===== config.mk =====
export PLATFORM = sky130hd
export DESIGN_NAME = frame_check_sequence_generator
export DESIGN_NICKNAME = d
export VERILOG_FILES = /design/src/packet_pkg.sv /design/src/frame_check_sequence_generator.sv
export SDC_FILE = /design/constraint.sdc
export NUM_CORES = 1
export LEC_CHECK = 0
export ABC_AREA = 0
export BUFFER_PORTS_ARGS = -buffer_cell sky130_fd_sc_hd__clkbuf_2
export CAP_MARGIN = 20
export CORE_UTILIZATION = 36
export DETAILED_ROUTE_END_ITERATION = 12
export PLACE_DENSITY_LB_ADDON = 0.2
export SLEW_MARGIN = 20
export SYNTH_ARGS = -nofsm -noshare
export SYNTH_HDL_FRONTEND = slang
export SYNTH_SLANG_ARGS = --single-unit

===== constraint.sdc =====
create_clock -name clock -period 2 [get_ports clock]
set_input_delay 0.2 -clock clock [delete_from_list [all_inputs] [get_ports clock]]
set_output_delay 0.2 -clock clock [all_outputs]
set_load 0.01 [all_outputs]

===== src/packet_pkg.sv =====
`default_nettype none

package packet_pkg;

    typedef logic [7:0]  byte_t;
    typedef logic [8:0]  port_word_t;         // Bit 8 marks the last word
    typedef logic [47:0] mac_address_t;
    typedef logic [31:0] ipv4_address_t;
    typedef logic [15:0] word16_t;
    typedef logic [10:0] payload_length_t;
    typedef logic [10:0] buffer_address_t;
    typedef logic [31:0] crc_t;

    typedef enum logic [1:0] {
        DECODER_DESCRIPTOR,
        DECODER_PAYLOAD,
        DECODER_WAIT_SENT
    } decoder_state_t;

    typedef enum logic [2:0] {
        GEN_IDLE,
        GEN_HEADER,
        GEN_PAYLOAD,
        GEN_PAD,
        GEN_FCS
    } generator_state_t;

    ////////////////////////////////////////////////////////////////////////////
    // Frame geometry
    localparam payload_length_t DESCRIPTOR_BYTES  = 11'd14;
    localparam payload_length_t MAX_PAYLOAD       = 11'd1472;
    localparam payload_length_t MIN_FRAME_BYTES   = 11'd60;   // Without FCS
    localparam payload_length_t HEADER_BYTES      = 11'd42;   // Ethernet + IPv4 + UDP
    localparam word16_t         IPV4_HEADER_BYTES = 16'd20;
    localparam word16_t         UDP_HEADER_BYTES  = 16'd8;

    ////////////////////////////////////////////////////////////////////////////
    // Protocol constants
    localparam word16_t ETHERTYPE_IPV4    = 16'h0800;
    localparam byte_t   IPV4_VERSION_IHL  = 8'h45;
    localparam byte_t   IPV4_TTL          = 8'd64;
    localparam byte_t   IPV4_PROTOCOL_UDP = 8'd17;
    localparam word16_t IPV4_FLAGS_DF     = 16'h4000;
    localparam crc_t    CRC_POLYNOMIAL    = 32'hEDB88320;  // Reflected form
    localparam crc_t    CRC_INIT          = 32'hFFFFFFFF;

endpackage

`default_nettype wire

===== src/frame_check_sequence_generator.sv =====
`timescale 1ns/1ps
`default_nettype none

module frame_check_sequence_generator import packet_pkg::*; (
    input  logic  clock,
    input  logic  rst_n,
    input  logic  crc_clear,
    input  logic  crc_enable,
    input  byte_t crc_data,
    output crc_t  crc
);

    // One byte of the reflected CRC-32, LSB first
    function automatic crc_t crc_byte(input crc_t current, input byte_t data);
        crc_t value;
        value = current ^ {24'd0, data};
        for (int i = 0; i < 8; i++) begin
            value = value[0] ? ((value >> 1) ^ CRC_POLYNOMIAL) : (value >> 1);
        end
        return value;
    endfunction

    always_ff @(posedge clock) begin
        if (!rst_n || crc_clear) begin
            crc <= CRC_INIT;
        end else if (crc_enable) begin
            crc <= crc_byte(crc, crc_data);
        end
    end

endmodule

`default_nettype wire


==> results.json <==
{
  "fmax_ghz": 0.554,
  "cp_max_fo": 8,
  "gp_congestion": 0.763,
  "irDropWorstVdd_mv": 0.496,
  "antenna_found_initial": 0,
  "critPathKind": "reg2reg",
  "min_period_over_period": 0.902,
  "synth_most_common_cell": "dfxtp_1",
  "ys_types": 21,
  "place_area_mm2": 0.00245,
  "fill_cells": 559,
  "port_buffers": 43,
  "cts_hold_buf": 0,
  "dr_total_vias": 1428,
  "synth_common_cells": "32 x dfxtp_1, 24 x xnor2_1, 19 x xnor3_1, 15 x a21oi_1",
  "max_slew_margin": 0.655,
  "synth-seq-cells": 32,
  "cts.repair.resized": 0,
  "drv_slew": 0,
  "hold_viol_final": 0,
  "synth_area_leaders": "dfxtp_1 30%, xnor3_1 20%, xnor2_1 10%",
  "met1_usage": 0.228,
  "fin_crit_ps": 1800,
  "dp_hpwl_um": 3450,
  "cp-start-kind": "flip-flop",
  "reg.largest.list": "crc x32",
  "cap_violations": 0,
  "skew_ps": 7.74,
  "cts_buffer_depth": 2,
  "synth_warnings": 0,
  "clock_latency_ps": 290,
  "initial_utilization": 0.378,
  "avgRoutedWirePerCell_um": 15.0,
  "finalNonFillerCells": 304,
  "core.rowCount": 27,
  "rsz0062_at_grt": "no",
  "grt_pass1_vias": 1350,
  "dieHeight_um": 78.6,
  "core_area_mm2": 0.00557,
  "postCtsSetupBuffers": 0,
  "finalSetupTns_ps": 0,
  "cts_buffers": 5,
  "p_per_area_mw_per_mm2": 908,
  "final_antenna_net_count": 0,
  "routed_wl_um": 4570,
  "finalInstanceArea_mm2": 0.00254,
  "diodes": 0,
  "multi_input_area_mm2": 0.00143,
  "synth.top_cell.area_share": 0.304,
  "htree_levels": 2,
  "dieWidth_um": 78.6,
  "place_inst": 296,
  "met3_usage": 0.0395,
  "synth_area_mm2": 0.00211,
  "cts_tree": "built",
  "synth_cells": 181,
  "remaining_drc_errors": 0,
  "drt_iter0_markers": 64,
  "drive_gt1_frac": 0.332,
  "synth_area_leader_cell": "dfxtp_1",
  "cp-end-kind": "flip-flop",
  "synth_enable_flop_cells": 0,
  "routed_via_density": 4.70,
  "nNetsFinal": 243,
  "status": "completed",
  "final_core_util": 0.457,
  "seq_area_um2": 641,
  "io_pins": 44,
  "cts_root_buf": "clkbuf_8",
  "grt_pass1_wl_um": 7420,
  "worstHoldPathType": "in2reg",
  "cts.reportedPaths.clkPinSlew_ps": 80,
  "syn_area_per_cell_um2": 11.7,
  "worstPathRequired_ps": 2160,
  "yosysSeqAreaShare": 0.304,
  "synthFlopType": "dfxtp_1",
  "track_usage": 0.165,
  "top_usage_layer": "met2",
  "tightest_slew_ps": 514,
  "largest_reg_flops": 32,
  "crit_arrival_ps": 1960,
  "synthToLayoutAreaGrowth_pct": 20.6,
  "clock-sinks": 32,
  "top_register": "crc",
  "firstDrtPassIters": 4,
  "use_met2": 0.238,
  "total_leakage_power_uw": 0.00115,
  "fp.dieArea_mm2": 0.00617,
  "setup_viol": 0,
  "ys_async_sr_fraction": 0,
  "gr-total-overflow": 0,
  "syn-num-nets": 193,
  "grt_max_degree": 25
}
report_power, final:
group / total [uW] / internal, uW / switching, uW
sequential: 751 / 692 / 58.5
combinational: 1030 / 608 / 424
clock: 529 / 275 / 255
critical path, stage by stage (launching register included):
cell     delay, ps
dfxtp_1        450
xor2_4         390
xnor3_1        560
xnor2_1        190
a21oi_1         80
per-stage QoR:
step	hold slack, ps	total power, uW	worst slack [ps]
floorplan	378	1570	215
global placement	499	1810	186
detailed placement	508	1810	163
CTS	332	2350	149
global route	344	2440	25.1
finish	335	2310	196
cell type report:
type | instances | area share
Clock buffer | 6 | 0.0324
Clock inverter | 2 | 0.00393
Inverter | 1 | 0.00147
Multi-Input combinational cell | 138 | 0.561
Sequential cell | 32 | 0.252
Tap cell | 72 | 0.0354
Timing Repair Buffer | 53 | 0.114
layer usage:
metal,part of all wire,wire [um]
met5,0,0
met4,0.025,115
met3,0.037,169
met2,0.44,2020
met1,0.50,2260
cells by family after synthesis:
logic type                after synthesis  share of synthesized area
and+or+nand+nor                        30                     0.0587
AOI/OAI and AO/OA                      42                      0.116
DFF                                    32                      0.304
xor gates and xnor gates               66                      0.502
buffers and inverters                  11                     0.0196
path summary, 6_finish.rpt:
path              startpoint  endpoint  slack [ps]  cells after the start
setup / recovery      crc[0]   crc[25]         200                      4
hold reg to reg      crc[23]   crc[23]         510                      2
setup reg to reg      crc[0]   crc[25]         200                      4
hold / removal     crc_clear    crc[9]         330                      4
cell usage in the layout (no fill, tap or decap), drive strengths merged:
master / n
a21bo: 1
a21oi: 15
buf: 10
clkbuf: 49
clkinv: 2
dfxtp: 32
inv: 1
nand2: 12
nand2b: 1
nor2: 11
nor2b: 1
nor3: 5
o211ai: 12
o21ai: 14
xnor2: 32
xnor3: 21
xor2: 13
Power figures use the tool's default switching activity.
