`src/packet_pkg.sv`:
```
`default_nettype none

package packet_pkg;

    typedef logic [7:0]  byte_t;
    typedef logic [8:0]  port_word_t;         // Bit 8 marks the last word
    typedef logic [47:0] mac_address_t;
    typedef logic [31:0] ipv4_address_t;
    typedef logic [15:0] word16_t;
    typedef logic [10:0] payload_length_t;
    typedef logic [10:0] buffer_address_t;
    typedef logic [31:0] crc_t;

    typedef enum logic [1:0] {
        DECODER_DESCRIPTOR,
        DECODER_PAYLOAD,
        DECODER_WAIT_SENT
    } decoder_state_t;

    typedef enum logic [2:0] {
        GEN_IDLE,
        GEN_HEADER,
        GEN_PAYLOAD,
        GEN_PAD,
        GEN_FCS
    } generator_state_t;

    ////////////////////////////////////////////////////////////////////////////
    // Frame geometry
    localparam payload_length_t DESCRIPTOR_BYTES  = 11'd14;
    localparam payload_length_t MAX_PAYLOAD       = 11'd1472;
    localparam payload_length_t MIN_FRAME_BYTES   = 11'd60;   // Without FCS
    localparam payload_length_t HEADER_BYTES      = 11'd42;   // Ethernet + IPv4 + UDP
    localparam word16_t         IPV4_HEADER_BYTES = 16'd20;
    localparam word16_t         UDP_HEADER_BYTES  = 16'd8;

    ////////////////////////////////////////////////////////////////////////////
    // Protocol constants
    localparam word16_t ETHERTYPE_IPV4    = 16'h0800;
    localparam byte_t   IPV4_VERSION_IHL  = 8'h45;
    localparam byte_t   IPV4_TTL          = 8'd64;
    localparam byte_t   IPV4_PROTOCOL_UDP = 8'd17;
    localparam word16_t IPV4_FLAGS_DF     = 16'h4000;
    localparam crc_t    CRC_POLYNOMIAL    = 32'hEDB88320;  // Reflected form
    localparam crc_t    CRC_INIT          = 32'hFFFFFFFF;

endpackage

`default_nettype wire
```
`src/udp_descriptor_decoder.sv`:
```
`timescale 1ns/1ps
`default_nettype none

module udp_descriptor_decoder import packet_pkg::*; (
    input  logic            clock,
    input  logic            rst_n,
    input  port_word_t      module_transmit_data,
    input  logic            module_data_enable,
    input  logic            frame_sent,
    output logic            module_ready,
    output logic            buffer_write_enable,
    output buffer_address_t buffer_write_address,
    output byte_t           buffer_write_data,
    output logic            frame_start,
    output payload_length_t payload_length,
    output mac_address_t    mac_destination,
    output ipv4_address_t   ipv4_destination,
    output word16_t         udp_source,
    output word16_t         udp_destination,
    output word16_t         ipv4_identification
);

    decoder_state_t  state;
    payload_length_t byte_count;
    logic            last_word;

    // A full buffer ends the payload even without the marker
    assign last_word = module_transmit_data[8] || (byte_count == MAX_PAYLOAD - 1'b1);

    assign module_ready         = (state != DECODER_WAIT_SENT);
    assign buffer_write_enable  = module_data_enable && (state == DECODER_PAYLOAD);
    assign buffer_write_address = byte_count;
    assign buffer_write_data    = module_transmit_data[7:0];

    always_ff @(posedge clock) begin
        if (!rst_n) begin
            state               <= DECODER_DESCRIPTOR;
            byte_count          <= '0;
            frame_start         <= 1'b0;
            ipv4_identification <= '0;
        end else begin
            frame_start <= 1'b0;
            case (state)
                DECODER_DESCRIPTOR: begin
                    if (module_data_enable) begin
                        if (byte_count == DESCRIPTOR_BYTES - 1'b1) begin
                            byte_count <= '0;
                            state      <= DECODER_PAYLOAD;
                        end else begin
                            byte_count <= byte_count + 1'b1;
                        end
                    end
                end
                DECODER_PAYLOAD: begin
                    if (module_data_enable) begin
                        byte_count <= byte_count + 1'b1;
                        if (last_word) begin
                            byte_count  <= '0;
                            frame_start <= 1'b1;
                            state       <= DECODER_WAIT_SENT;
                        end
                    end
                end
                DECODER_WAIT_SENT: begin
                    if (frame_sent) begin
                        ipv4_identification <= ipv4_identification + 1'b1;
                        state               <= DECODER_DESCRIPTOR;
                    end
                end
                default: state <= DECODER_DESCRIPTOR;
            endcase
        end
    end

    // Descriptor arrives MSB first, so shift the whole field chain left
    always_ff @(posedge clock) begin
        if (module_data_enable && state == DECODER_DESCRIPTOR) begin
            {mac_destination, ipv4_destination, udp_source, udp_destination} <=
                {mac_destination[39:0], ipv4_destination, udp_source, udp_destination,
                 module_transmit_data[7:0]};
        end
        if (buffer_write_enable && last_word) begin
            payload_length <= byte_count + 1'b1;
        end
    end

endmodule

`default_nettype wire

```
`config.mk`:
```
export PLATFORM = sky130hd
export DESIGN_NAME = udp_descriptor_decoder
export DESIGN_NICKNAME = d
export VERILOG_FILES = /design/src/packet_pkg.sv /design/src/udp_descriptor_decoder.sv
export SDC_FILE = /design/constraint.sdc
export NUM_CORES = 1
export LEC_CHECK = 0
export BUFFER_PORTS_ARGS = -buffer_cell sky130_fd_sc_hd__buf_2
export CAP_MARGIN = 10
export CORE_MARGIN = 4
export CORE_UTILIZATION = 50
export CTS_CLUSTER_SIZE = 30
export DETAILED_ROUTE_END_ITERATION = 7
export HOLD_SLACK_MARGIN = 0.08
export PLACE_DENSITY = 0.79
export SLEW_MARGIN = 10
export SYNTH_ARGS = -nofsm -noshare
export SYNTH_HDL_FRONTEND = slang
export SYNTH_SLANG_ARGS = --single-unit
```
`constraint.sdc`:
```
create_clock -name clock -period 6.8 [get_ports clock]
set_input_delay 0.34 -clock clock [delete_from_list [all_inputs] [get_ports clock]]
set_output_delay 0.34 -clock clock [all_outputs]
set_load 0.005 [all_outputs]
```
==> impl.org <==
** STA
- Based on the critical path, the design can be clocked at up to 388 MHz.
- The smallest clock period supported by the final layout is computed as 2580 ps.
- The worst path meets setup with 4220 ps of slack.
- For the pin with the worst max-slew slack, the measured transition is 982 ps.
- In the finished design, the share of the clock period the worst path needs comes to 37.9%.
- For the final routed database, the setup TNS stands at 0 ps.
- Worst setup skew after layout :: 5.35 ps
- Setup violations remaining at the end of the flow were counted as 0.
- Max-slew violations :: 0
- Endpoints failing hold :: 0
- The worst pin sits at a relative slew slack of 34.3%.
- Setup repair after global routing missed its margin :: false

** Route
- The detailed router finished its first iteration with 137 violations.
- Final routed wire length divided by cell count :: 17.0 um
- Vias per Instance :: 5.14
- Before antenna repair, the detailed router went through 4 iterations.
- Drc violations :: 0
- Via Count :: 3354
- Final antenna-violating net count :: 0
- Final Routed Wirelength :: 11100 um

** GRT
- The first global-routing pass estimated 17600 um of wire.
- Largest net degree at the start of global routing :: 61
- The initial antenna violation count came to 0.
- Global Route Usage Sum :: 18.1%
- Number of global-route vias before repair :: 3273
- Congestion Overflow GR :: 0

** CTS
- Worst-skew pair later-pin latency :: 500 ps
- TritonCTS built the clock tree.
- Gates resized during post-CTS repair numbered 0.
- Number of buffers inserted during clock tree synthesis :: 17
- CTS placed an instance of clkbuf_8 at the clock tree root.
- In this run the deepest clock path goes through 2 buffers.
- For this design, the sink count on the clock tree is 153.
- H-tree lvl count :: 4
- Clock transition at the register clock pins on the worst setup and hold paths after CTS :: 60 ps

** Critical path
- Arrival time worst endpoint :: 2720 ps
- Sum of buffers and inverters on the critical path :: 2
- Delay-heaviest family, CP :: buffers and inverters
- Crit path max-delay cell type :: buf_4
- Sort of element at the end of the critical path :: register
- Of all nets on the critical path, the largest fanout is 60.
- Startpoint types :: register
- Startpoint-to-endpoint class of the critical path :: reg -> reg
- Most frequent cell on the critical path :: buf_4
- The signal on the critical path passes through nand2b_1, nor2_4, buf_4, buf_4.
- Biggest cell delay along the critical path :: 690 ps
- STA puts the critical path data required time at 6940 ps.

** Synthesis
- The average instance in the mapped netlist occupies 16.7 um2.
- After Yosys synthesis, full adders, half adders and majority gates account for 0.700% of the synthesized area.
- After synthesis, the cell types taking the most area are edfxtp_1 69%, dfxtp_1 11%, nand3_1 1.7%, xnor2_1 1.5%, xor2_1 1.3%.
- Synth cell types :: 41
- The synthesized design contains 153 register bits.
- Synthesis handed over a netlist of 322 instances.
- The Yosys step of the flow raised 0 warnings.
- The largest total area in the synthesized netlist belongs to edfxtp_1.
- Cell area after synthesis :: 0.00536 mm2
- Share of the synthesized area in the top cell type :: 68.9%
- Share of synthesized area spent on multiplexers :: 0.187%
- The share of the Yosys chip area taken by registers is 80.1%.
- The synthesized netlist devotes 4.74% of its cell area to compound gates.
- Largest family of logic cells by synthesized area :: simple AND/OR/NAND/NOR gates
- After Yosys synthesis, and, or, nand and nor cells account for 8.49% of the synthesized area.
- Post-synthesis share of cell area spent on xor and xnor gates :: 2.78%
- Counting every net in the synthesized netlist gives 338.

** Floorplan
- From left edge to right edge, the die measures 112 um.
- The core region is 0.0104 mm2.
- The die is 112 um tall.
- In this run the count of I/O pins placed on the die edge is 174.
- The initial utilization of the core area, before any placement, comes to 51.7%.
- Row cnt :: 37
- Total Die Area :: 0.0124 mm2

** Pwr
- For this design the static power due to leakage is 0.00285 uW.
- Worst supply voltage drop on vdd :: 0.000380 V
- In this run the power density over the cells is 300 mW/mm2.
- Overall power of the completed layout :: 2090 uW

** Final layout
- After routing the design area is 0.00698 mm2.
- Number of diodes added for antenna fixing :: 0
- Most common cell after layout, fill and taps aside :: buf_2
- Final cell utilization of the core :: 67.3%
- The post-route netlist has 40.0% of its cells at a drive strength greater than 1.
- Net count, final :: 520
- The area growth from synthesis to layout is 30.1%.
- Top library cells by usage in the layout, fill and taps aside :: 173 x buf_2, 123 x edfxtp_1, 30 x dfxtp_1, 18 x nand3_1, 16 x clkbuf_16

** Run status
- The run finished with clean final reports.

** Hold path
- Tightest Hold Check Type :: in -> reg

** Place
- HPWL after detailed placement :: 7560 um
- The congestion estimate from routability-driven global placement came to 0.857.
- Port buffering added 173 buffers.
- Area after detailed placement :: 0.00630 mm2
- OpenSTA, run right after detailed placement, puts the worst setup slack at 4190 ps.

** Flow run
- Reported max-cap violation count :: 0
==> state kept, by name, summed over array words and instances (netlist names) <==
signal                count
buffer_write_address     11
frame_start               1
ipv4_destination         32
ipv4_identification      16
mac_destination          48
payload_length           11
state                     2
udp_destination          16
udp_source               16
==> logic make-up after synthesis <==
group                      count (synthesis)
adders and majority gates                  3
buffers and inverters                     31
xor gates and xnor gates                  17
muxes                                      1
DFF                                      153
AOI/OAI and AO/OA                         34
and+or+nand+nor                           83
==> power by group <==
group | switching, uW | leakage, uW | internal (uW) | total [uW]
clock | 344 | 0.000286 | 589 | 933
combinational | 46.7 | 0.00111 | 34.4 | 81.0
sequential | 19.8 | 0.00145 | 1060 | 1080
==> layer usage <==
metal  share of wire [%]  track usage, %
met2                  48            28.2
met4                 1.2            5.60
met3                  11            7.88
met5                   0               0
met1                  40            23.0
==> worst paths after layout <==
check | from | to | slack [ps] | cells past startpoint
max reg2reg | state[1] | ipv4_destination[27] | 4220 | 4
max | state[1] | ipv4_destination[27] | 4220 | 4
min reg2reg | udp_source[9] | ipv4_destination[1] | 440 | 0
min | frame_sent | state[1] | 180 | 3
==> stage by stage <==
step,instances,hold WS (ps)
final,653,181
after global routing,653,168
after CTS,653,151
after detailed placement,613,429
after global placement,613,425
after floorplan,322,439
==> tightest hold or removal path, cell delays in order <==
cell,delay [ps]
buf_2,100
nor2_1,40
o21a_1,150
==> cells in the mapped netlist <==
cell	count
edfxtp_1	123
dfxtp_1	30
nand3_1	18
nor2_1	16
nand2_1	11
inv_1	10
xnor2_1	9
buf_4	8
clkbuf_1	8
xor2_1	8
nand4_1	7
o21ai_0	7
nand2b_1	6
a21oi_1	5
and3_1	4
and4_1	4
o2111ai_1	4
o31ai_1	4
o41ai_1	4
or3_1	4
a31oi_1	3
ha_1	3
o311ai_0	3
buf_2	2
buf_6	2
nor2b_1	2
nor3_1	2
nor4_1	2
a41oi_4	1
and3b_1	1
and4b_1	1
clkinv_1	1
mux2i_1	1
nand2_4	1
nand3b_1	1
nand4b_1	1
nor4b_1	1
o21a_1	1
o21ai_1	1
o32ai_1	1
or4_1	1
==> repair_timing <==
action,in CTS,in global routing
buffers inserted,0,0
hold buffers,8,0
endpoints found under the hold margin,8,0
==> cell type report <==
| class | instances | area [um2] |
|---|---|---|
| Tap cell | 136 | 170 |
| Multi-Input combinational cell | 138 | 913 |
| Clock buffer | 17 | 414 |
| Timing Repair Buffer | 183 | 961 |
| Inverter | 11 | 41.3 |
| Sequential cell | 153 | 4290 |
| Clock inverter | 15 | 183 |
| Fill cell | 749 | 3390 |
No activity file was read; power rests on OpenSTA's default activity.
