$ cat src/packet_pkg.sv
`default_nettype none

package packet_pkg;

    typedef logic [7:0]  byte_t;
    typedef logic [8:0]  port_word_t;         // Bit 8 marks the last word
    typedef logic [47:0] mac_address_t;
    typedef logic [31:0] ipv4_address_t;
    typedef logic [15:0] word16_t;
    typedef logic [10:0] payload_length_t;
    typedef logic [10:0] buffer_address_t;
    typedef logic [31:0] crc_t;

    typedef enum logic [1:0] {
        DECODER_DESCRIPTOR,
        DECODER_PAYLOAD,
        DECODER_WAIT_SENT
    } decoder_state_t;

    typedef enum logic [2:0] {
        GEN_IDLE,
        GEN_HEADER,
        GEN_PAYLOAD,
        GEN_PAD,
        GEN_FCS
    } generator_state_t;

    ////////////////////////////////////////////////////////////////////////////
    // Frame geometry
    localparam payload_length_t DESCRIPTOR_BYTES  = 11'd14;
    localparam payload_length_t MAX_PAYLOAD       = 11'd1472;
    localparam payload_length_t MIN_FRAME_BYTES   = 11'd60;   // Without FCS
    localparam payload_length_t HEADER_BYTES      = 11'd42;   // Ethernet + IPv4 + UDP
    localparam word16_t         IPV4_HEADER_BYTES = 16'd20;
    localparam word16_t         UDP_HEADER_BYTES  = 16'd8;

    ////////////////////////////////////////////////////////////////////////////
    // Protocol constants
    localparam word16_t ETHERTYPE_IPV4    = 16'h0800;
    localparam byte_t   IPV4_VERSION_IHL  = 8'h45;
    localparam byte_t   IPV4_TTL          = 8'd64;
    localparam byte_t   IPV4_PROTOCOL_UDP = 8'd17;
    localparam word16_t IPV4_FLAGS_DF     = 16'h4000;
    localparam crc_t    CRC_POLYNOMIAL    = 32'hEDB88320;  // Reflected form
    localparam crc_t    CRC_INIT          = 32'hFFFFFFFF;

endpackage

`default_nettype wire
$ cat src/ipv4_header_checksum.sv
`timescale 1ns/1ps
`default_nettype none

module ipv4_header_checksum import packet_pkg::*; (
    input  logic            clock,
    input  logic            rst_n,
    input  logic            frame_start,
    input  payload_length_t payload_length,
    input  ipv4_address_t   ipv4_source,
    input  ipv4_address_t   ipv4_destination,
    input  word16_t         ipv4_identification,
    output word16_t         header_checksum,
    output logic            checksum_valid
);

    logic [3:0]  word_index;
    logic        busy;
    word16_t     sum;
    word16_t     total_length;
    word16_t     header_word;
    logic [16:0] wide_sum;

    assign total_length = IPV4_HEADER_BYTES + UDP_HEADER_BYTES + word16_t'(payload_length);

    always_comb begin
        case (word_index)
            4'd0:    header_word = {IPV4_VERSION_IHL, 8'h00};
            4'd1:    header_word = total_length;
            4'd2:    header_word = ipv4_identification;
            4'd3:    header_word = IPV4_FLAGS_DF;
            4'd4:    header_word = {IPV4_TTL, IPV4_PROTOCOL_UDP};
            4'd5:    header_word = 16'h0000;  // Checksum field itself
            4'd6:    header_word = ipv4_source[31:16];
            4'd7:    header_word = ipv4_source[15:0];
            4'd8:    header_word = ipv4_destination[31:16];
            default: header_word = ipv4_destination[15:0];
        endcase
    end

    assign wide_sum        = {1'b0, sum} + {1'b0, header_word};
    assign header_checksum = ~sum;

    always_ff @(posedge clock) begin
        if (!rst_n) begin
            busy           <= 1'b0;
            word_index     <= '0;
            sum            <= '0;
            checksum_valid <= 1'b0;
        end else begin
            checksum_valid <= 1'b0;
            if (frame_start) begin
                busy       <= 1'b1;
                word_index <= '0;
                sum        <= '0;
            end else if (busy) begin
                sum        <= wide_sum[15:0] + {15'd0, wide_sum[16]};  // End-around carry
                word_index <= word_index + 1'b1;
                if (word_index == 4'd9) begin
                    busy           <= 1'b0;
                    checksum_valid <= 1'b1;
                end
            end
        end
    end

endmodule

`default_nettype wire

$ cat config.mk
export PLATFORM = sky130hd
export DESIGN_NAME = ipv4_header_checksum
export DESIGN_NICKNAME = d
export VERILOG_FILES = /design/src/packet_pkg.sv /design/src/ipv4_header_checksum.sv
export SDC_FILE = /design/constraint.sdc
export NUM_CORES = 1
export LEC_CHECK = 0
export ABC_AREA = 1
export BUFFER_PORTS_ARGS = -buffer_cell sky130_fd_sc_hd__buf_2
export CAP_MARGIN = 20
export CORE_UTILIZATION = 56
export CTS_CLUSTER_SIZE = 24
export DETAILED_ROUTE_END_ITERATION = 8
export PLACE_DENSITY = 0.95
export SYNTH_ARGS = -nofsm -noshare
export SYNTH_HDL_FRONTEND = slang
export SYNTH_SLANG_ARGS = --single-unit
$ cat constraint.sdc
create_clock -name clock -period 6.5 [get_ports clock]
set_clock_uncertainty 0.1 [all_clocks]
set_input_delay 0.975 -clock clock [delete_from_list [all_inputs] [get_ports clock]]
set_output_delay 0.975 -clock clock [all_outputs]
set_load 0.02 [all_outputs]
==> run summary, run 1 <==
PortBufs: 110
Min cycle time layout: 5.04 ns
Asr flop ratio synth: 0
VDD IR max: 172 µV
Mapped Cells: 561
# H-tree levels: 1
Global-route wire length before repair: 16100 µm
Final Hold Vio Count: 0
Post-Syn Nets: 680
Flop-to-flop setup slack: 1.46 ns
Top cells by area, synth: nand2_1 (18%), inv_1 (14%), dfxtp_1 (14%)
# hold bufs at CTS: 0
CP Max Fanout: 18
Die area: 5960 µm²
# clock sinks: 22
Main combinational cell family by area after synthesis: simple AND/OR/NAND/NOR gates
CTS max path bufs: 2
Yosys reg bits: 22
F_max: 199 MHz
Hold Crit Depth: 2
Crit path DAT: 5.08 ns
Max-Cap Viols: 0
Status: complete, no violations
Max-slew violations: 0
First-iteration detailed-routing DRC count: 419
Slew @ Worst Pin: 0.838 ns
CP endpoint kind: register
WL per Instance: 14.0 µm
PnR Total Power: 486 µW
Rows: 27
Reg2reg start: word_index[2]$_SDFFE_PP0P_
Clk slew on worst S/H paths: 0.09 ns
Area Overhead vs Synth: 21.3%
RSZ-0062 raised after global routing: false
Area of the multi-input gates: 2220 µm²
Total number of vias: 4108
Initial antenna violation count: 0
Synth Area in Compound Gates: 0.192
CTS Buf Count: 3
R2r worst-path depth: 30
CP max stage cell: nor2_2
DR DRC count: 0
Fin area: 3840 µm²
Simple-Gate Fraction of Synth Area: 0.383
Critical Path RT: 6.55 ns
Cell taking the most area after synthesis: nand2_1
Type of origin of the critical path: register
Vias in the first global route: 3618
Gpl congestion: 0.997
Hpwl dp: 8450 µm
Worst skew pair latency: 0.27 ns
TNS Setup: 0 ns
Slew headroom: 0.439
Pwr Density: 127 nW/µm²
Count leader, synth: nand2_1
N_diodes: 0
CTS Root Cell: clkbuf_8
Gr usage total: 0.333
HP Class: register to register
Hold Startpoint: sum[0]$_SDFFE_PP0P_
Mux cell area share after synthesis: 0
Vias per cell: 5.57
Routed Antenna Nets: 0
Cell area after placement: 3770 µm²
WL final: 10300 µm
Synth Area in Adders: 0.101
Post-CTS setup repair buffer count: 0
Fillers: 480
Final Cycle Share: 0.775
EDFF count, synth: 0
Synth top area share: 0.178
Grt total ovfl: 0
CTS tree: done
Synth warn: 0
Die Ht: 77.2 µm
Worst R2R End: sum[12]$_SDFFE_PP0P_
Post-synthesis sequential area ratio: 0.139
Prevailing post-synth register cell: dfxtp_1
CP dominant cell by count: nand2_1
Post-Synth XOR/XNOR Area: 0.0245
Final setup violation count: 0
Core ar.: 5470 µm²
Hold EP: sum[0]$_SDFFE_PP0P_
Post-synthesis cell area: 3160 µm²
Initial core utilization: 0.578
# resized after CTS: 0
Leakage power: 2.12 nW
DRT Pass-1 Iters: 7
IO Count: 111
Reg area: 440 µm²
Layout cell share with drive strength beyond 1: 0.222
Die width: 77.2 µm
CP Class: register to register
Netlist cell types: 39
Mean Syn Cell Area: 5.64 µm²
CP peak stage delay: 0.55 ns
Most frequent cells after synthesis: nand2_1 (150), inv_1 (119), nor2_1 (37)
NumNets Final: 786
Pin count of the biggest net entering global routing: 24
## registers in the layout, summed over array words and instances (netlist names)
signal	cells
sum	16
word_index	4
busy	1
checksum_valid	1
## through the flow
step	util	hold slack [ns]	std cells	setup WS (ns)
6_report	0.701	0.408	738	1.46
5_1_grt	0.701	0.425	738	0.965
4_1_cts	0.701	0.403	738	1.61
3_5_place_dp	0.688	0.390	734	1.43
3_3_place_gp	0.688	0.370	734	1.58
2_1_floorplan	-	0.377	561	2.13
## kinds of logic after synthesis
kind of cell,count (synthesis)
xor gates and xnor gates,8
DFF,22
adders and majority gates,25
AOI/OAI and AO/OA,102
and+or+nand+nor,271
buffers and inverters,133
## metal layers
metal  wire length, µm  global-route usage
met1              4240               0.441
met5                 0                   0
met3               979              0.0429
met4               332               0.111
met2              4750               0.552
## critical path: cells and delay by family, from the launching register on
family | cells | cell delay [ns]
DFF | 1 | 0.41
buffers and inverters | 4 | 0.40
AOI/OAI and AO/OA | 4 | 0.45
and+or+nand+nor | 19 | 2.79
adders and majority gates | 3 | 0.76
## layout by cell type (no fill, tap or decap), types with 2 or more instances in the layout
| cell type | synthesis | layout |
|---|---|---|
| nand2_1 | 150 | 150 |
| nand4_1 | 12 | 12 |
| nor3_1 | 8 | 8 |
| inv_1 | 119 | 119 |
| inv_2 | 4 | 4 |
| nand3_1 | 34 | 34 |
| o21ai_0 | 36 | 36 |
| buf_2 | 4 | 110 |
| nand2_2 | 12 | 12 |
| dfxtp_1 | 22 | 22 |
| ha_1 | 24 | 24 |
| a221oi_1 | 11 | 11 |
| clkbuf_8 | 0 | 3 |
| nor2_4 | 3 | 3 |
| and2_1 | 2 | 2 |
| xor2_1 | 6 | 6 |
| nor2_1 | 37 | 37 |
| a31oi_1 | 4 | 4 |
| a21oi_1 | 35 | 35 |
| nor2_2 | 7 | 7 |
| o311ai_0 | 2 | 2 |
| o211ai_1 | 3 | 3 |
| a211oi_1 | 3 | 3 |
| o2111ai_1 | 3 | 3 |
## cell type report
type                            count  share of cell area
Clock buffer                        3              0.0108
Timing Repair Buffer              111               0.145
Tap cell                           72              0.0235
Multi-Input combinational cell    406               0.577
Clock inverter                      1             0.00783
Sequential cell                    22               0.115
Inverter                          123               0.120
## where the power goes
group	switching [mW]	internal (mW)
clock network	0.0523	0.0825
registers	0.00737	0.140
logic	0.129	0.0748
total	0.189	0.297
## worst max path at each step
stage,from,to,slack [ns],depth (start not counted)
after floorplan,payload_length[2],sum[12]$_SDFFE_PP0P_,2.13,31
after global placement,payload_length[2],sum[12]$_SDFFE_PP0P_,1.58,32
after detailed placement,payload_length[2],sum[12]$_SDFFE_PP0P_,1.43,32
after CTS,word_index[2]$_SDFFE_PP0P_,sum[12]$_SDFFE_PP0P_,1.61,30
after global routing,word_index[2]$_SDFFE_PP0P_,sum[12]$_SDFFE_PP0P_,0.96,31
final,word_index[2]$_SDFFE_PP0P_,sum[12]$_SDFFE_PP0P_,1.46,30
Note: power is estimated with default switching activity, not from simulation.
==> run 2: changes to the inputs <==
ABC_AREA = 0   (was 1)
CORE_UTILIZATION = 50   (was 56)
PLACE_DENSITY = 0.93   (was 0.95)
clock period = 5.25 ns   (was 6.5 ns; I/O delays follow)
==> run summary, run 2 <==
Worst skew pair latency: 0.28 ns
CTS max path bufs: 2
Die Ht: 76.5 µm
DRT Pass-1 Iters: 6
First-iteration detailed-routing DRC count: 366
Clock power share: 0.309
Max-slew violations: 0
Mean Syn Cell Area: 7.57 µm²
Max FFs per register: 16
# clock sinks: 22
Global-route wire length before repair: 14500 µm
Hold Startpoint: sum[15]$_SDFFE_PP0P_
HP Class: register to register
Max-Cap Viols: 0
Post-synthesis cell area: 2780 µm²
Yosys reg bits: 22
Rows: 26
CP dominant cell by count: a21o_1
Largest reg by FF count: sum
Final Cycle Share: 0.955
Sw Share: 0.338
NumNets Final: 596
CP peak stage delay: 0.38 ns
Count leader, synth: nor2_1
Gpl congestion: 0.925
CP endpoint kind: register
R2r worst-path depth: 23
# H-tree levels: 1
CP cell instances: inv_1, ha_2, and2_2, a22oi_1, o211ai_1, a21o_1, ha_1, fa_2, a211oi_2, o21a_2, a21oi_4, a311oi_2, a21oi_2, a21o_1, a21o_1, ha_1, and3_1, and4_1, o211ai_1, nor4_4, buf_4, xnor2_1, a211oi_2
EDFF count, synth: 0
Flop-to-flop setup slack: 0.24 ns
Synth top area share: 0.159
Reg2reg start: word_index[0]$_SDFFE_PP0P_
Post-Syn Nets: 486
# hold bufs at CTS: 0
Gr usage total: 0.301
Slew headroom: 0.376
CP max stage cell: dfxtp_2
CTS Root Cell: clkbuf_8
Top cells by area, synth: dfxtp_1 (16%), ha_1 (11%), a22oi_1 (5.1%)
CP Max Fanout: 7
Largest registers: sum: 16 flops, word_index: 4 flops
Pwr Density: 151 nW/µm²
Prevailing post-synth register cell: dfxtp_1
Layout cell share with drive strength beyond 1: 0.338
Commonest non-fill, non-tap cell in the layout: buf_2
Pre-CTS WS: -0.0701 ns
Int Pwr: 362 µW
Type of origin of the critical path: register
Final setup violation count: 0
F_max: 200 MHz
Vias per cell: 6.22
Most frequent cells in the layout: buf_2 (110), nor2_1 (34), nand2_1 (27)
Core ar.: 5240 µm²
Routed Antenna Nets: 0
Reg power frac: 0.325
PnR Total Power: 546 µW
Post-layout util: 0.689
Clk slew on worst S/H paths: 0.10 ns
Die width: 76.5 µm
Min cycle time layout: 5.01 ns
Critical Path RT: 5.35 ns
Netlist cell types: 56
PortBufs: 110
DR DRC count: 0
IO Count: 111
Mapped Cells: 367
Combinational Power Share: 0.366
Initial antenna violation count: 0
WL final: 9010 µm
Leakage power: 1.63 nW
N_diodes: 0
Most frequent cells after synthesis: nor2_1 (34), nand2_1 (27), inv_1 (25)
Slew @ Worst Pin: 0.935 ns
CP Class: register to register
Post-synthesis sequential area ratio: 0.159
Bufs and invs on worst path: 2
Min Hold Slack: 0.404 ns
Worst path top cell family by delay: compound AO/OA/AOI/OAI gates
Cell taking the most area after synthesis: dfxtp_1
Initial core utilization: 0.530
VDD IR max: 99.7 µV
Final Hold Vio Count: 0
Hold EP: sum[15]$_SDFFE_PP0P_
WL per Instance: 16.5 µm
Asr flop ratio synth: 0
Area Overhead vs Synth: 30.0%
Pin count of the biggest net entering global routing: 32
Die area: 5860 µm²
Setup ws final: 0.238 ns
Status: complete, no violations
Psw: 184 µW
CTS Buf Count: 3
Vias in the first global route: 3159
Worst R2R End: sum[13]$_SDFFE_PP0P_
Hpwl dp: 7000 µm
Crit path DAT: 5.11 ns
Hold Crit Depth: 2
CTS tree: done
Total number of vias: 3394
Grt total ovfl: 0
Synth warn: 0
## run 2: cell types whose count changed in the layout (fill, tap and decap cells not counted), moves of 12 or more
cell	change
nand3_1	-20
nand2_2	-12
o21ai_0	-28
nand2_1	-123
xnor2_1	+14
buf_4	+14
a22oi_1	+19
a21o_1	+12
inv_1	-94
a21oi_1	-14
## run 2: area by class of cell
class,instances,area [µm²]
inverter,25,93.8
sequential,22,444
clock inverter,1,30.0
tap,70,87.6
multi-input combinational,300,2250
fill,408,1630
timing repair buffer,125,663
clock buffer,3,41.3
## run 2: kinds of logic (layout without fill, tap and decap cells)
| logic type | after synthesis | in the layout | synth area share |
|---|---|---|---|
| xor+xnor | 29 | 29 | 0.0941 |
| mux | 8 | 8 | 0.0288 |
| flops | 22 | 22 | 0.159 |
| compound gates | 116 | 116 | 0.319 |
| simple gates | 122 | 122 | 0.222 |
| fa+ha+maj | 25 | 25 | 0.115 |
| buf+inv | 45 | 154 | 0.0617 |
## run 2: how the worst max path moves through the flow
stage / start / end / slack [ns] / cells past startpoint
after floorplan: word_index[0]$_SDFFE_PP0P_ / sum[15]$_SDFFE_PP0P_ / 0.14 / 21
after global placement: payload_length[2] / sum[15]$_SDFFE_PP0P_ / 0.13 / 22
after detailed placement: word_index[0]$_SDFFE_PP0P_ / sum[14]$_SDFFE_PP0P_ / -0.07 / 22
after CTS: word_index[0]$_SDFFE_PP0P_ / sum[14]$_SDFFE_PP0P_ / 0.03 / 22
after global routing: word_index[0]$_SDFFE_PP0P_ / sum[13]$_SDFFE_PP0P_ / -0.04 / 23
final: word_index[0]$_SDFFE_PP0P_ / sum[13]$_SDFFE_PP0P_ / 0.24 / 23
## run 2: stage by stage
stage	cell area (µm²)	TNS, ns	std cells
after global placement	3420	0	537
final	3610	0	546
after detailed placement	3420	-0.187	537
after floorplan	2780	0	367
after CTS	3500	0	542
after global routing	3610	-0.0396	546
## run 2: power groups by stage
stage / sequential, mW / combinational, mW / clock (mW)
floorplan: 0.179 / 0.120 / 0
global placement: 0.181 / 0.184 / 0
detailed placement: 0.181 / 0.189 / 0
CTS: 0.177 / 0.190 / 0.170
global route: 0.178 / 0.217 / 0.181
finish: 0.178 / 0.200 / 0.169
## run 2: tightest hold or removal path: cells and delay by family, from the launching register on
kind                   cells  cell delay, ns
AO/OA/AOI/OAI              1            0.07
buffers and inverters      1            0.08
flip-flops                 1            0.32
## run 2: per-layer routing
layer / up-vias / GRT usage / wire length, µm
met5: - / 0 / 0
met4: 0 / 0.121 / 306
met3: 30 / 0.0335 / 705
met2: 205 / 0.524 / 4480
met1: 1571 / 0.376 / 3530
li1: 1588 / - / -
## run 2: timing repair
item,in CTS,in global routing
cloned,0,0
resized for setup,0,22
setup endpoints to repair,8,9
pin swaps,1,7
buffers inserted,1,4
