**config.mk**
```make
export PLATFORM = sky130hd
export DESIGN_NAME = ethernet_frame_generator
export DESIGN_NICKNAME = d
export VERILOG_FILES = /design/src/packet_pkg.sv /design/src/ethernet_frame_generator.sv
export SDC_FILE = /design/constraint.sdc
export NUM_CORES = 1
export LEC_CHECK = 0
export ABC_CLOCK_PERIOD_IN_PS = 4150
export BUFFER_PORTS_ARGS = -buffer_cell sky130_fd_sc_hd__buf_2
export CORE_ASPECT_RATIO = 2
export CORE_MARGIN = 1.5
export CORE_UTILIZATION = 30
export CTS_CLUSTER_SIZE = 28
export DETAILED_ROUTE_END_ITERATION = 7
export SYNTH_ARGS = -nofsm -noshare
export SYNTH_HDL_FRONTEND = slang
export SYNTH_SLANG_ARGS = --single-unit
```
**constraint.sdc**
```tcl
create_clock -name clock -period 4.15 [get_ports clock]
set_input_delay 1.0375 -clock clock [delete_from_list [all_inputs] [get_ports clock]]
set_output_delay 1.0375 -clock clock [all_outputs]
set_load 0.05 [all_outputs]
```
**src/packet_pkg.sv**
```systemverilog
`default_nettype none

package packet_pkg;

    typedef logic [7:0]  byte_t;
    typedef logic [8:0]  port_word_t;         // Bit 8 marks the last word
    typedef logic [47:0] mac_address_t;
    typedef logic [31:0] ipv4_address_t;
    typedef logic [15:0] word16_t;
    typedef logic [10:0] payload_length_t;
    typedef logic [10:0] buffer_address_t;
    typedef logic [31:0] crc_t;

    typedef enum logic [1:0] {
        DECODER_DESCRIPTOR,
        DECODER_PAYLOAD,
        DECODER_WAIT_SENT
    } decoder_state_t;

    typedef enum logic [2:0] {
        GEN_IDLE,
        GEN_HEADER,
        GEN_PAYLOAD,
        GEN_PAD,
        GEN_FCS
    } generator_state_t;

    ////////////////////////////////////////////////////////////////////////////
    // Frame geometry
    localparam payload_length_t DESCRIPTOR_BYTES  = 11'd14;
    localparam payload_length_t MAX_PAYLOAD       = 11'd1472;
    localparam payload_length_t MIN_FRAME_BYTES   = 11'd60;   // Without FCS
    localparam payload_length_t HEADER_BYTES      = 11'd42;   // Ethernet + IPv4 + UDP
    localparam word16_t         IPV4_HEADER_BYTES = 16'd20;
    localparam word16_t         UDP_HEADER_BYTES  = 16'd8;

    ////////////////////////////////////////////////////////////////////////////
    // Protocol constants
    localparam word16_t ETHERTYPE_IPV4    = 16'h0800;
    localparam byte_t   IPV4_VERSION_IHL  = 8'h45;
    localparam byte_t   IPV4_TTL          = 8'd64;
    localparam byte_t   IPV4_PROTOCOL_UDP = 8'd17;
    localparam word16_t IPV4_FLAGS_DF     = 16'h4000;
    localparam crc_t    CRC_POLYNOMIAL    = 32'hEDB88320;  // Reflected form
    localparam crc_t    CRC_INIT          = 32'hFFFFFFFF;

endpackage

`default_nettype wire
```
**src/ethernet_frame_generator.sv**
```systemverilog
`timescale 1ns/1ps
`default_nettype none

module ethernet_frame_generator import packet_pkg::*; (
    input  logic            clock,
    input  logic            rst_n,
    input  logic            checksum_valid,
    input  word16_t         header_checksum,
    input  payload_length_t payload_length,
    input  mac_address_t    mac_destination,
    input  mac_address_t    mac_source,
    input  ipv4_address_t   ipv4_destination,
    input  ipv4_address_t   ipv4_source,
    input  word16_t         udp_source,
    input  word16_t         udp_destination,
    input  word16_t         ipv4_identification,
    input  byte_t           buffer_read_data,
    input  crc_t            crc,
    input  logic            transmit_data_enable,
    output port_word_t      transmit_data,
    output logic            transmit_data_valid,
    output buffer_address_t buffer_read_address,
    output logic            crc_clear,
    output logic            crc_enable,
    output byte_t           crc_data,
    output logic            frame_sent
);

    generator_state_t          state;
    payload_length_t           frame_count;   // Bytes consumed before the FCS
    logic [1:0]                fcs_count;
    logic                      consume;
    word16_t                   udp_length;
    word16_t                   total_length;
    payload_length_t           payload_end;
    logic [HEADER_BYTES*8-1:0] header_bits;
    byte_t                     frame_byte;

    assign udp_length   = UDP_HEADER_BYTES + word16_t'(payload_length);
    assign total_length = IPV4_HEADER_BYTES + udp_length;
    assign payload_end  = HEADER_BYTES + payload_length - 1'b1;

    ////////////////////////////////////////////////////////////////////////////
    // Header bytes, first byte on the wire in the top bits
    assign header_bits = {
        mac_destination, mac_source, ETHERTYPE_IPV4,
        IPV4_VERSION_IHL, 8'h00, total_length, ipv4_identification, IPV4_FLAGS_DF,
        IPV4_TTL, IPV4_PROTOCOL_UDP, header_checksum, ipv4_source, ipv4_destination,
        udp_source, udp_destination, udp_length, 16'h0000   // No UDP checksum
    };

    assign transmit_data_valid = (state != GEN_IDLE);
    assign consume             = transmit_data_valid && transmit_data_enable;

    always_comb begin
        case (state)
            GEN_HEADER:  frame_byte = header_bits[(HEADER_BYTES - 1'b1 - frame_count) * 8 +: 8];
            GEN_PAYLOAD: frame_byte = buffer_read_data;
            GEN_FCS:     frame_byte = ~crc[fcs_count * 8 +: 8];  // LSB first
            default:     frame_byte = 8'h00;  // Idle and pad
        endcase
    end

    assign transmit_data = {(state == GEN_FCS) && (fcs_count == 2'd3), frame_byte};

    // Address leads the shown byte by one cycle to cover the RAM latency
    assign buffer_read_address = frame_count + {10'd0, consume} - HEADER_BYTES;

    assign crc_clear  = (state == GEN_IDLE) && checksum_valid;
    assign crc_enable = consume && (state != GEN_FCS);
    assign crc_data   = frame_byte;
    assign frame_sent = consume && (state == GEN_FCS) && (fcs_count == 2'd3);

    ////////////////////////////////////////////////////////////////////////////
    // Frame FSM
    always_ff @(posedge clock) begin
        if (!rst_n) begin
            state       <= GEN_IDLE;
            frame_count <= '0;
            fcs_count   <= '0;
        end else begin
            case (state)
                GEN_IDLE: begin
                    frame_count <= '0;
                    fcs_count   <= '0;
                    if (checksum_valid) begin
                        state <= GEN_HEADER;
                    end
                end
                GEN_HEADER: begin
                    if (consume) begin
                        frame_count <= frame_count + 1'b1;
                        if (frame_count == HEADER_BYTES - 1'b1) begin
                            state <= GEN_PAYLOAD;
                        end
                    end
                end
                GEN_PAYLOAD: begin
                    if (consume) begin
                        frame_count <= frame_count + 1'b1;
                        if (frame_count == payload_end) begin
                            if (frame_count < MIN_FRAME_BYTES - 1'b1) begin
                                state <= GEN_PAD;  // Short frame
                            end else begin
                                state <= GEN_FCS;
                            end
                        end
                    end
                end
                GEN_PAD: begin
                    if (consume) begin
                        frame_count <= frame_count + 1'b1;
                        if (frame_count == MIN_FRAME_BYTES - 1'b1) begin
                            state <= GEN_FCS;
                        end
                    end
                end
                GEN_FCS: begin
                    if (consume) begin
                        fcs_count <= fcs_count + 1'b1;
                        if (fcs_count == 2'd3) begin
                            state <= GEN_IDLE;
                        end
                    end
                end
                default: state <= GEN_IDLE;
            endcase
        end
    end

endmodule

`default_nettype wire

```
==> out/qor.txt, run 1 <==
status -> finished with violations
failing checks -> setup timing
Routed wire per std cell -> 21.4 um
Metal-1 WL -> 8120 um
Post-synth ARST share -> 0%
Hold WC Path Type -> flop to flop
clk_lat worst skew -> 260 ps
RD Place Congestion -> 0.939
Mapped Area -> 0.00472 mm^2
initial antenna violation count -> 1
Syn Nets -> 886
synth-to-layout area growth -> 53.4%
Syn. warnings -> 0
htree depth -> 1
Slew Limit Fails -> 0
GR Util All Layers -> 27.8%
first-pass GRT wire length -> 35100 um
post-synthesis register bit count -> 16
total number of vias -> 6238
Routed Antenna Nets -> 0
Switch Pwr -> 0.967 mW
Num CTS Buffers -> 3
hold slack -> 638 ps
Initial DRC Count -> 292
root buffer cell -> clkbuf_16
mean area per synthesized cell -> 7.94 um^2
core area -> 0.0154 mm^2
RR Startpoint -> frame_count[4]
pin count of the biggest net entering global routing -> 62
Syn Inst Count -> 594
Fin Setup TNS -> -112 ps
part of the power in registers -> 10.1%
Chip Width -> 91.7 um
FF-to-FF setup slack -> 1450 ps
final hold viol count -> 0
buffers added on ports -> 310
Seq/Total Area, Yosys -> 6.79%
DR WL met3 -> 1600 um
Cell Rows -> 64
CTS tree -> yes
Pleak -> 3.20 nW
layout cells sized above 1 -> 53.1%
DP Wirelength -> 20000 um
Detailed Routing Iterations Pass 1 -> 5
DRC Markers -> 0
minimum clock period -> 4220 ps
crit end category -> output pin
clk_skew -> 2.31 ps
Clock transition at path regs -> 50 ps
crit path launch -> payload_length[3]
unrepaired setup endpoints after global routing -> true
Clk pwr share -> 10.5%
CP endpoint -> transmit_data[6]
met2 routed WL -> 12300 um
CP Launch Type -> input port
Worst-Margin Slew -> 618 ps
Max Freq -> 0.237 GHz
DR top layer -> met4
clk buf depth -> 2
die height -> 180 um
worst endpoint data arrival time -> 3180 ps
total grt overflow -> 0
Max VDD drop -> 0.198 mV
Final Util -> 47.1%
IO Pins -> 311
vias per cell -> 5.60
power share of the combinational group -> 79.4%
Nets -> 1207
dpl cell area -> 0.00686 mm^2
final setup vio count -> 4
power density cells -> 260 mW/mm^2
TritonCTS Sinks -> 16
Initial Utilization -> 30.7%
period utilization -> 102%
R2R Path End -> state[1]
Worst EP required -> 3110 ps
Crit Path Category -> input port to output pin
die area -> 0.0165 mm^2
Reg2Reg Depth -> 8
Total Wirelength -> 23800 um
maxcap violations -> 0
Max transition margin -> 58.5%
Most used DFF post-synth -> dfxtp_1
crit path max fanout -> 4
total power -> 1.88 mW
vias in the first global route -> 6268
number of synthesized flops with an enable pin -> 0
Synth cell types -> 62
final instance area -> 0.00724 mm^2
P_int -> 0.912 mW
Sw Share -> 51.5%
setup ws final -> -70.4 ps
==> metrics by stage <==
step / instances / worst slack, ps
floorplan: 594 / -93.6
global placement: 1105 / -285
detailed placement: 1105 / -286
CTS: 1111 / -14.5
global route: 1113 / -101
finish: 1113 / -70.4
==> worst min-delay path by stage <==
| stage | slack, ps | endpoint | startpoint | cells after the start |
|---|---|---|---|---|
| global route | 680 | frame_count[9] | frame_count[9] | 2 |
| floorplan | 590 | frame_count[8] | frame_count[8] | 2 |
| CTS | 640 | frame_count[9] | frame_count[9] | 2 |
| global placement | 620 | frame_count[9] | frame_count[9] | 2 |
| detailed placement | 630 | frame_count[9] | frame_count[9] | 2 |
| finish | 640 | frame_count[9] | frame_count[9] | 2 |
==> layout by cell type, fill, tap and decap left out, types with 6 or more instances in the layout <==
cell type,count
a21oi_1,41
a31oi_1,10
and2_1,9
buf_2,293
buf_4,66
buf_6,9
dfxtp_1,14
ha_1,10
inv_1,10
mux2_2,8
mux2i_1,23
mux4_2,50
nand2_1,61
nand2b_1,7
nand3_1,31
nand4_1,10
nor2_1,34
nor2b_1,11
nor3_1,15
o21ai_0,27
o22ai_1,6
xnor2_1,22
xor2_1,20
==> worst max-delay path, stage by stage <==
cell and delay, ps:
buf_12 100, inv_8 30, ha_4 280, nor2_4 40, or2_4 240, buf_6 120, xor2_1 130, a31oi_1 240
nor2_1 80, a311oi_2 440, o41ai_4 140, buf_4 160, buf_8 140
==> layer usage <==
| layer | GRT usage (%) | vias to the layer above |
|---|---|---|
| met5 | 0 | - |
| li1 | - | 2903 |
| met4 | 19.2 | 0 |
| met1 | 28.5 | 2952 |
| met2 | 50.5 | 313 |
| met3 | 4.26 | 70 |
==> cell families (layout without fill, tap and decap cells) <==
| logic type | count (synthesis) | after routing | share of synthesized area [%] |
|---|---|---|---|
| fa+ha+maj | 13 | 13 | 3.45 |
| mux | 81 | 81 | 30.7 |
| other cells | 0 | 1 | 0 |
| buf+inv | 76 | 396 | 7.66 |
| flops | 16 | 16 | 6.79 |
| xor+xnor | 48 | 48 | 8.91 |
| simple gates | 204 | 204 | 20.8 |
| compound gates | 156 | 156 | 21.7 |
==> state kept, by name (all words and copies together), names as in the netlist <==
register and cells:
fcs_count 2, frame_count 11, state 3
==> synth_stat cells (all sizes together) (16+ instances only) <==
| library cell | n | area, um^2 |
|---|---|---|
| mux4 | 50 | 1130 |
| a21oi | 43 | 215 |
| nor3 | 16 | 80.1 |
| buf | 42 | 234 |
| xnor2 | 25 | 219 |
| xor2 | 23 | 201 |
| nand3 | 32 | 160 |
| clkbuf | 20 | 75.1 |
| nor2 | 36 | 135 |
| o21ai | 30 | 150 |
| dfxtp | 16 | 320 |
| nand2 | 61 | 229 |
| mux2i | 23 | 230 |
==> power groups by stage <==
stage	clock network, mW	registers (mW)	logic (mW)
floorplan	0	0.173	1.00
global placement	0	0.192	1.37
detailed placement	0	0.193	1.38
CTS	0.200	0.190	1.44
global route	0.206	0.191	1.58
finish	0.198	0.189	1.49
==> area by class of cell <==
type                       instances  area (um^2)
antenna                            1         2.50
sequential                        16          325
tap                              198          248
timing repair buffer             378         2210
multi-input combinational        502         4310
fill                            1578         8140
clock buffer                       4         78.8
inverter                          14         63.8
==> repair_timing <==
item,4_1_cts,5_1_grt
endpoints found under the hold margin,0,0
endpoints found under the setup margin,12,16
resized for setup,37,35
hold buffers,0,0
setup buffers,2,1
pin swaps,14,9
gates cloned,0,0
Power figures use the tool's default switching activity.
==> inputs of run 2 (changes only) <==
--- a/config.mk
+++ b/config.mk
@@ -6,7 +6,7 @@
 export NUM_CORES = 1
 export LEC_CHECK = 0
 export ABC_CLOCK_PERIOD_IN_PS = 4150
-export BUFFER_PORTS_ARGS = -buffer_cell sky130_fd_sc_hd__buf_2
+export BUFFER_PORTS_ARGS = -buffer_cell sky130_fd_sc_hd__clkbuf_2
 export CORE_ASPECT_RATIO = 2
 export CORE_MARGIN = 1.5
 export CORE_UTILIZATION = 30
==> out/qor.txt, run 2 (synthesis gave the netlist of run 1 again) <==
commonest cells after routing, fill and taps aside -> 296 x clkbuf_2, 63 x buf_4, 61 x nand2_1
Worst EP required -> 3110 ps (about the same)
unrepaired setup endpoints after global routing -> true
total power -> 1.96 mW (+4.4%)
DP Wirelength -> 19700 um (-1.2%)
Cell Rows -> 64 (unchanged)
Detailed Routing Iterations Pass 1 -> 5 (unchanged)
part of the power in registers -> 9.6% (-0.5 points)
initial antenna violation count -> 5 (+4)
Slew Limit Fails -> 0 (unchanged)
area of the multi-input gates -> 0.00440 mm^2 (+2.0%)
synth-to-layout area growth -> 58.2%
Switch Pwr -> 0.980 mW (+1.3%)
DRC Markers -> 0 (unchanged)
buffers added on ports -> 310 (unchanged)
RD Place Congestion -> 0.972 (+3.6%)
Pleak -> 3.34 nW (+4.2%)
final setup vio count -> 7 (+3)
Clock transition at path regs -> 50 ps (about the same)
Finished Layout Cells -> 1120 (+0.63%)
IO Pins -> 311 (unchanged)
CTS tree -> yes
Post-CTS Hold Buffers -> 0 (unchanged)
placed cell count -> 1106 (+0.090%)
P_int -> 0.983 mW (+7.8%)
vias per cell -> 5.54 (-1.1%)
Num CTS Buffers -> 3 (unchanged)
root buffer cell -> clkbuf_16
Worst-Margin Slew -> 934 ps (+316 ps)
Largest register FFs -> 11 (unchanged)
failing checks -> setup timing
status -> finished with violations
period utilization -> 101% (-0.55 points)
clk_lat worst skew -> 250 ps (about the same)
Nets -> 1211 (+0.33%)
Max Freq -> 0.238 GHz (+0.54%)
Max transition margin -> 37.3% (-21 points)
RR Startpoint -> frame_count[4]
minimum clock period -> 4200 ps (-22.7 ps)
layout cells sized above 1 -> 54.2% (+1.2 points)
first-pass GRT wire length -> 34500 um (-1.5%)
final hold viol count -> 0 (unchanged)
Clk pwr share -> 9.8% (-0.7 points)
CP Launch Type -> input port
htree depth -> 1 (unchanged)
Hold WC Path Type -> flop to flop
Sw Share -> 49.9% (-1.6 points)
TritonCTS Sinks -> 16 (unchanged)
power density cells -> 263 mW/mm^2 (+1.3%)
Biggest register -> frame_count
crit path max fanout -> 4 (unchanged)
Crit Path Category -> input port to output pin
R2R Path End -> state[1]
core area -> 0.0154 mm^2 (unchanged)
Chip Width -> 91.7 um (unchanged)
GR Util All Layers -> 27.1% (-0.73 points)
pin count of the biggest net entering global routing -> 62 (unchanged)
total number of vias -> 6209 (-0.46%)
Fill cells -> 1567 (-0.70%)
hold path startpoint -> frame_count[9]
worst endpoint data arrival time -> 3160 ps (-20 ps)
hold endpoint -> frame_count[9]
Initial DRC Count -> 250 (-14%)
commonest non-fill, non-tap cell in the layout -> clkbuf_2
power share of the combinational group -> 80.6% (+1.2 points)
die area -> 0.0165 mm^2 (unchanged)
Routed Antenna Nets -> 0 (unchanged)
Initial Utilization -> 30.7% (unchanged)
setup ws final -> -47.6 ps (+22.7 ps)
clk_skew -> 4.74 ps (+2.43 ps)
Routed wire per std cell -> 20.8 um (-2.7%)
FF-to-FF setup slack -> 1520 ps (+70 ps)
biggest regs -> frame_count: 11 flops, state: 3 flops, fcs_count: 2 flops
maxcap violations -> 0 (unchanged)
die height -> 180 um (unchanged)
final instance area -> 0.00746 mm^2 (+3.1%)
WHS Path Cells -> 2 (unchanged)
sequential cell area -> 325 um^2 (unchanged)
Max VDD drop -> 0.204 mV (+3.0%)
Total Wirelength -> 23300 um (-2.0%)
crit end category -> output pin
vias in the first global route -> 6313 (+0.72%)
dpl cell area -> 0.00699 mm^2 (+1.8%)
total grt overflow -> 0 (unchanged)
Reg2Reg Depth -> 8 (unchanged)
clk buf depth -> 2 (unchanged)
[run 2: changes by cell type in the layout (fill, tap and decap cells not counted), moves of 3 or more]
cell,before,now
buf_12,4,10
buf_2,293,0
buf_4,66,63
buf_6,9,6
clkbuf_2,0,296
clkbuf_4,3,0
diode_2,1,4
[run 2: power by group through the flow]
stage	combinational, mW	clock (mW)	sequential [mW]
floorplan	1.00	0	0.173
finish	1.58	0.193	0.188
global placement	1.49	0	0.192
global route	1.66	0.202	0.192
CTS	1.54	0.194	0.189
detailed placement	1.49	0	0.193
[run 2: worst max path at each step]
| stage | start | to | slack (ps) | cells past startpoint |
|---|---|---|---|---|
| after floorplan | frame_count[1] | transmit_data[6] | -90 | 12 |
| after global placement | payload_length[3] | transmit_data[0] | -280 | 11 |
| after detailed placement | payload_length[3] | transmit_data[0] | -330 | 11 |
| after CTS | payload_length[3] | transmit_data[0] | -20 | 12 |
| after global routing | payload_length[3] | crc_data[3] | -140 | 11 |
| final | payload_length[3] | crc_data[3] | -50 | 11 |
[run 2: layout make-up]
class,count,share of cell area (%)
inverter,14,0.821
multi-input combinational,502,58.9
tap,198,3.32
sequential,16,4.36
timing repair buffer,382,31.4
antenna,4,0.134
clock buffer,4,1.06
[run 2: routing by layer]
metal / wire (um) / GRT usage (%) / vias up
met5: 13 / 0 / -
met4: 1690 / 16.3 / 2
met3: 1550 / 4.85 / 85
met2: 12300 / 51.2 / 305
met1: 7800 / 26.6 / 2906
li1: - / - / 2911
[run 2: worst max-delay path: stages]
cell and delay (ps):
clkbuf_16 140, ha_4 170, xnor2_2 130, buf_4 150, or2_4 240, a311oi_4 290, a311oi_2 150, nor4_2 280
a311oi_2 110, o22ai_4 270, buf_12 180
[run 2: stage by stage]
| step | setup TNS [ps] | worst slack, ps | hold slack [ps] | utilization, % |
|---|---|---|---|---|
| CTS | -62.6 | -17.5 | 638 | 47.3 |
| finish | -179 | -47.6 | 631 | 48.5 |
| global placement | -1820 | -276 | 622 | 45.4 |
| floorplan | -93.6 | -93.6 | 590 | - |
| detailed placement | -2060 | -335 | 631 | 45.4 |
| global route | -730 | -139 | 681 | 48.5 |
[run 2: repair_timing]
action                                  4_1_cts  5_1_grt
resized for setup                            33       34
endpoints found under the hold margin         0        0
setup buffers                                 4        2
endpoints found under the setup margin       16       16
pin swaps                                    15       17
==> inputs of run 3 (changes only) <==
--- a/config.mk
+++ b/config.mk
@@ -5,13 +5,14 @@
 export SDC_FILE = /design/constraint.sdc
 export NUM_CORES = 1
 export LEC_CHECK = 0
-export ABC_CLOCK_PERIOD_IN_PS = 4150
+export ABC_CLOCK_PERIOD_IN_PS = 4900
 export BUFFER_PORTS_ARGS = -buffer_cell sky130_fd_sc_hd__clkbuf_2
 export CORE_ASPECT_RATIO = 2
 export CORE_MARGIN = 1.5
 export CORE_UTILIZATION = 30
 export CTS_CLUSTER_SIZE = 28
 export DETAILED_ROUTE_END_ITERATION = 7
+export GPL_TIMING_DRIVEN = 0
 export SYNTH_ARGS = -nofsm -noshare
 export SYNTH_HDL_FRONTEND = slang
 export SYNTH_SLANG_ARGS = --single-unit
==> constraint.sdc (replaced) <==
create_clock -name clock -period 4.9 [get_ports clock]
set_input_delay 1.225 -clock clock [delete_from_list [all_inputs] [get_ports clock]]
set_output_delay 1.225 -clock clock [all_outputs]
set_load 0.05 [all_outputs]
==> out/qor.txt, run 3 (synthesis gave the netlist of run 1 again) <==
Crit Path Category -> flop to output pin
vias in the first global route -> 6634 (+5.1%)
total number of vias -> 6294 (+1.4%)
GR Util All Layers -> 29.6% (+2.5 points)
core area -> 0.0154 mm^2 (unchanged)
met1 Track Usage GR -> 29.2% (+2.6 points)
hold slack -> 685 ps (+53.4 ps)
DP Wirelength -> 20600 um (+4.2%)
IO Pins -> 311 (unchanged)
crit end category -> output pin
crit path max fanout -> 10 (+6)
commonest non-fill, non-tap cell in the layout -> clkbuf_2
status -> finished, final reports clean
clk_lat worst skew -> 250 ps (about the same)
CTS tree -> yes
Detailed Routing Iterations Pass 1 -> 5 (unchanged)
Fin Setup TNS -> 0 ps (+179 ps)
Initial Utilization -> 30.7% (unchanged)
Chip Width -> 91.7 um (unchanged)
Slew Limit Fails -> 0 (unchanged)
clk buf depth -> 2 (unchanged)
Routed wire per std cell -> 22.6 um (+8.6%)
Worst EP required -> 3670 ps (+560 ps)
met2 usage -> 51.8% (+0.57 points)
area of the multi-input gates -> 0.00437 mm^2 (-0.57%)
pin count of the biggest net entering global routing -> 11 (-82%)
power density cells -> 222 mW/mm^2 (-16%)
Pleak -> 3.12 nW (-6.4%)
total grt overflow -> 0 (unchanged)
Cell Rows -> 64 (unchanged)
Max transition margin -> 29.0% (-8.3 points)
Worst-Margin Slew -> 1060 ps (+123 ps)
final hold viol count -> 0 (unchanged)
Max Freq -> 0.206 GHz
Biggest register -> frame_count
CP Launch Type -> flop
die area -> 0.0165 mm^2 (unchanged)
Routed Antenna Nets -> 0 (unchanged)
setup ws final -> 48.6 ps (+96.2 ps)
TritonCTS Sinks -> 16 (unchanged)
die height -> 180 um (unchanged)
Nets -> 1199 (-0.99%)
pre-CTS WS -> -987 ps (-652 ps)
layout cells sized above 1 -> 51.2% (-3.0 points)
Clock transition at path regs -> 50 ps (about the same)
DRC Markers -> 0 (unchanged)
first-pass GRT wire length -> 37200 um (+7.8%)
vias per cell -> 5.69 (+2.7%)
Largest register FFs -> 11 (unchanged)
grt met3 use -> 7.47% (+2.6 points)
initial antenna violation count -> 3 (-2)
period utilization -> 99.0%
minimum clock period -> 4850 ps
Num CTS Buffers -> 3 (unchanged)
Fill cells -> 1600 (+2.1%)
sequential cell area -> 324 um^2 (-0.38%)
synth-to-layout area growth -> 49.4%
commonest cells after routing, fill and taps aside -> 298 x clkbuf_2, 61 x nand2_1, 50 x mux4_2
Hold WC Path Type -> flop to flop
htree depth -> 1 (unchanged)
worst endpoint data arrival time -> 3630 ps (+470 ps)
buffers added on ports -> 306 (-1.3%)
biggest regs -> frame_count: 11 flops, state: 3 flops, fcs_count: 2 flops
Initial DRC Count -> 413 (+65%)
grt peak-use layer -> met2
RD Place Congestion -> 0.992 (+2.1%)
root buffer cell -> clkbuf_16
maxcap violations -> 0 (unchanged)
Max VDD drop -> 0.178 mV (-13%)
final setup vio count -> 0 (-7)
Total Wirelength -> 25000 um (+7.2%)
clk_skew -> 1.53 ps (-3.20 ps)
-- run 3: final cells by class --
class,count,share of cell area [%]
Tap cell,198,3.52
Clock buffer,4,1.26
Sequential cell,16,4.60
Multi-Input combinational cell,502,62.0
Timing Repair Buffer,310,22.4
Buffer,60,5.33
Antenna cell,2,0.0710
Inverter,14,0.817
-- run 3: final timing paths --
path                                 startpoint                to  slack (ps)  cells after the start
worst min register to register  frame_count[10]   frame_count[10]         680                      2
worst max register to register   frame_count[0]    frame_count[9]        2290                      9
worst min-delay path            frame_count[10]   frame_count[10]         680                      2
worst max-delay path             frame_count[1]  transmit_data[2]          50                     14
-- run 3: routing by layer --
layer | vias up | wire [um]
met4 | 2 | 2230
li1 | 2886 | -
met1 | 2919 | 8230
met2 | 377 | 12500
met3 | 110 | 2070
met5 | - | 10
-- run 3: worst max-delay path, cell delays in order (launching register included) --
cell and delay (ps):
dfxtp_4 420, buf_8 170, buf_8 160, clkinvlp_4 210
ha_4 250, nand2b_1 210, a21oi_4 290, xor2_4 290
buf_8 190, o21ai_0 170, a31oi_4 290, o31ai_2 100
a22o_1 260, buf_4 130, clkbuf_4 200
-- run 3: power breakdown --
| group | switching (mW) | leakage, nW | total [mW] | internal, mW |
|---|---|---|---|---|
| Sequential | 0.00700 | 0.130 | 0.146 | 0.139 |
| Combinational | 0.769 | 2.95 | 1.23 | 0.465 |
| Clock | 0.0576 | 0.0442 | 0.182 | 0.124 |
| Total | 0.834 | 3.12 | 1.56 | 0.728 |
-- run 3: what timing repair did --
item | 4_1_cts | 5_1_grt
setup endpoints to repair | 16 | 16
gates resized for setup | 51 | 40
hold buffers | 0 | 0
setup buffers | 3 | 1
pin swaps | 3 | 14
-- run 3: per-stage QoR --
step / instance area, um^2 / cells / power (mW) / utilization (%)
after detailed placement: 6540 / 1098 / 1.32 / 42.6
final: 7050 / 1106 / 1.56 / 45.8
after floorplan: 4760 / 594 / 0.963 / -
after global placement: 6540 / 1098 / 1.31 / 42.6
after global routing: 7050 / 1106 / 1.64 / 45.8
after CTS: 6890 / 1104 / 1.52 / 44.8
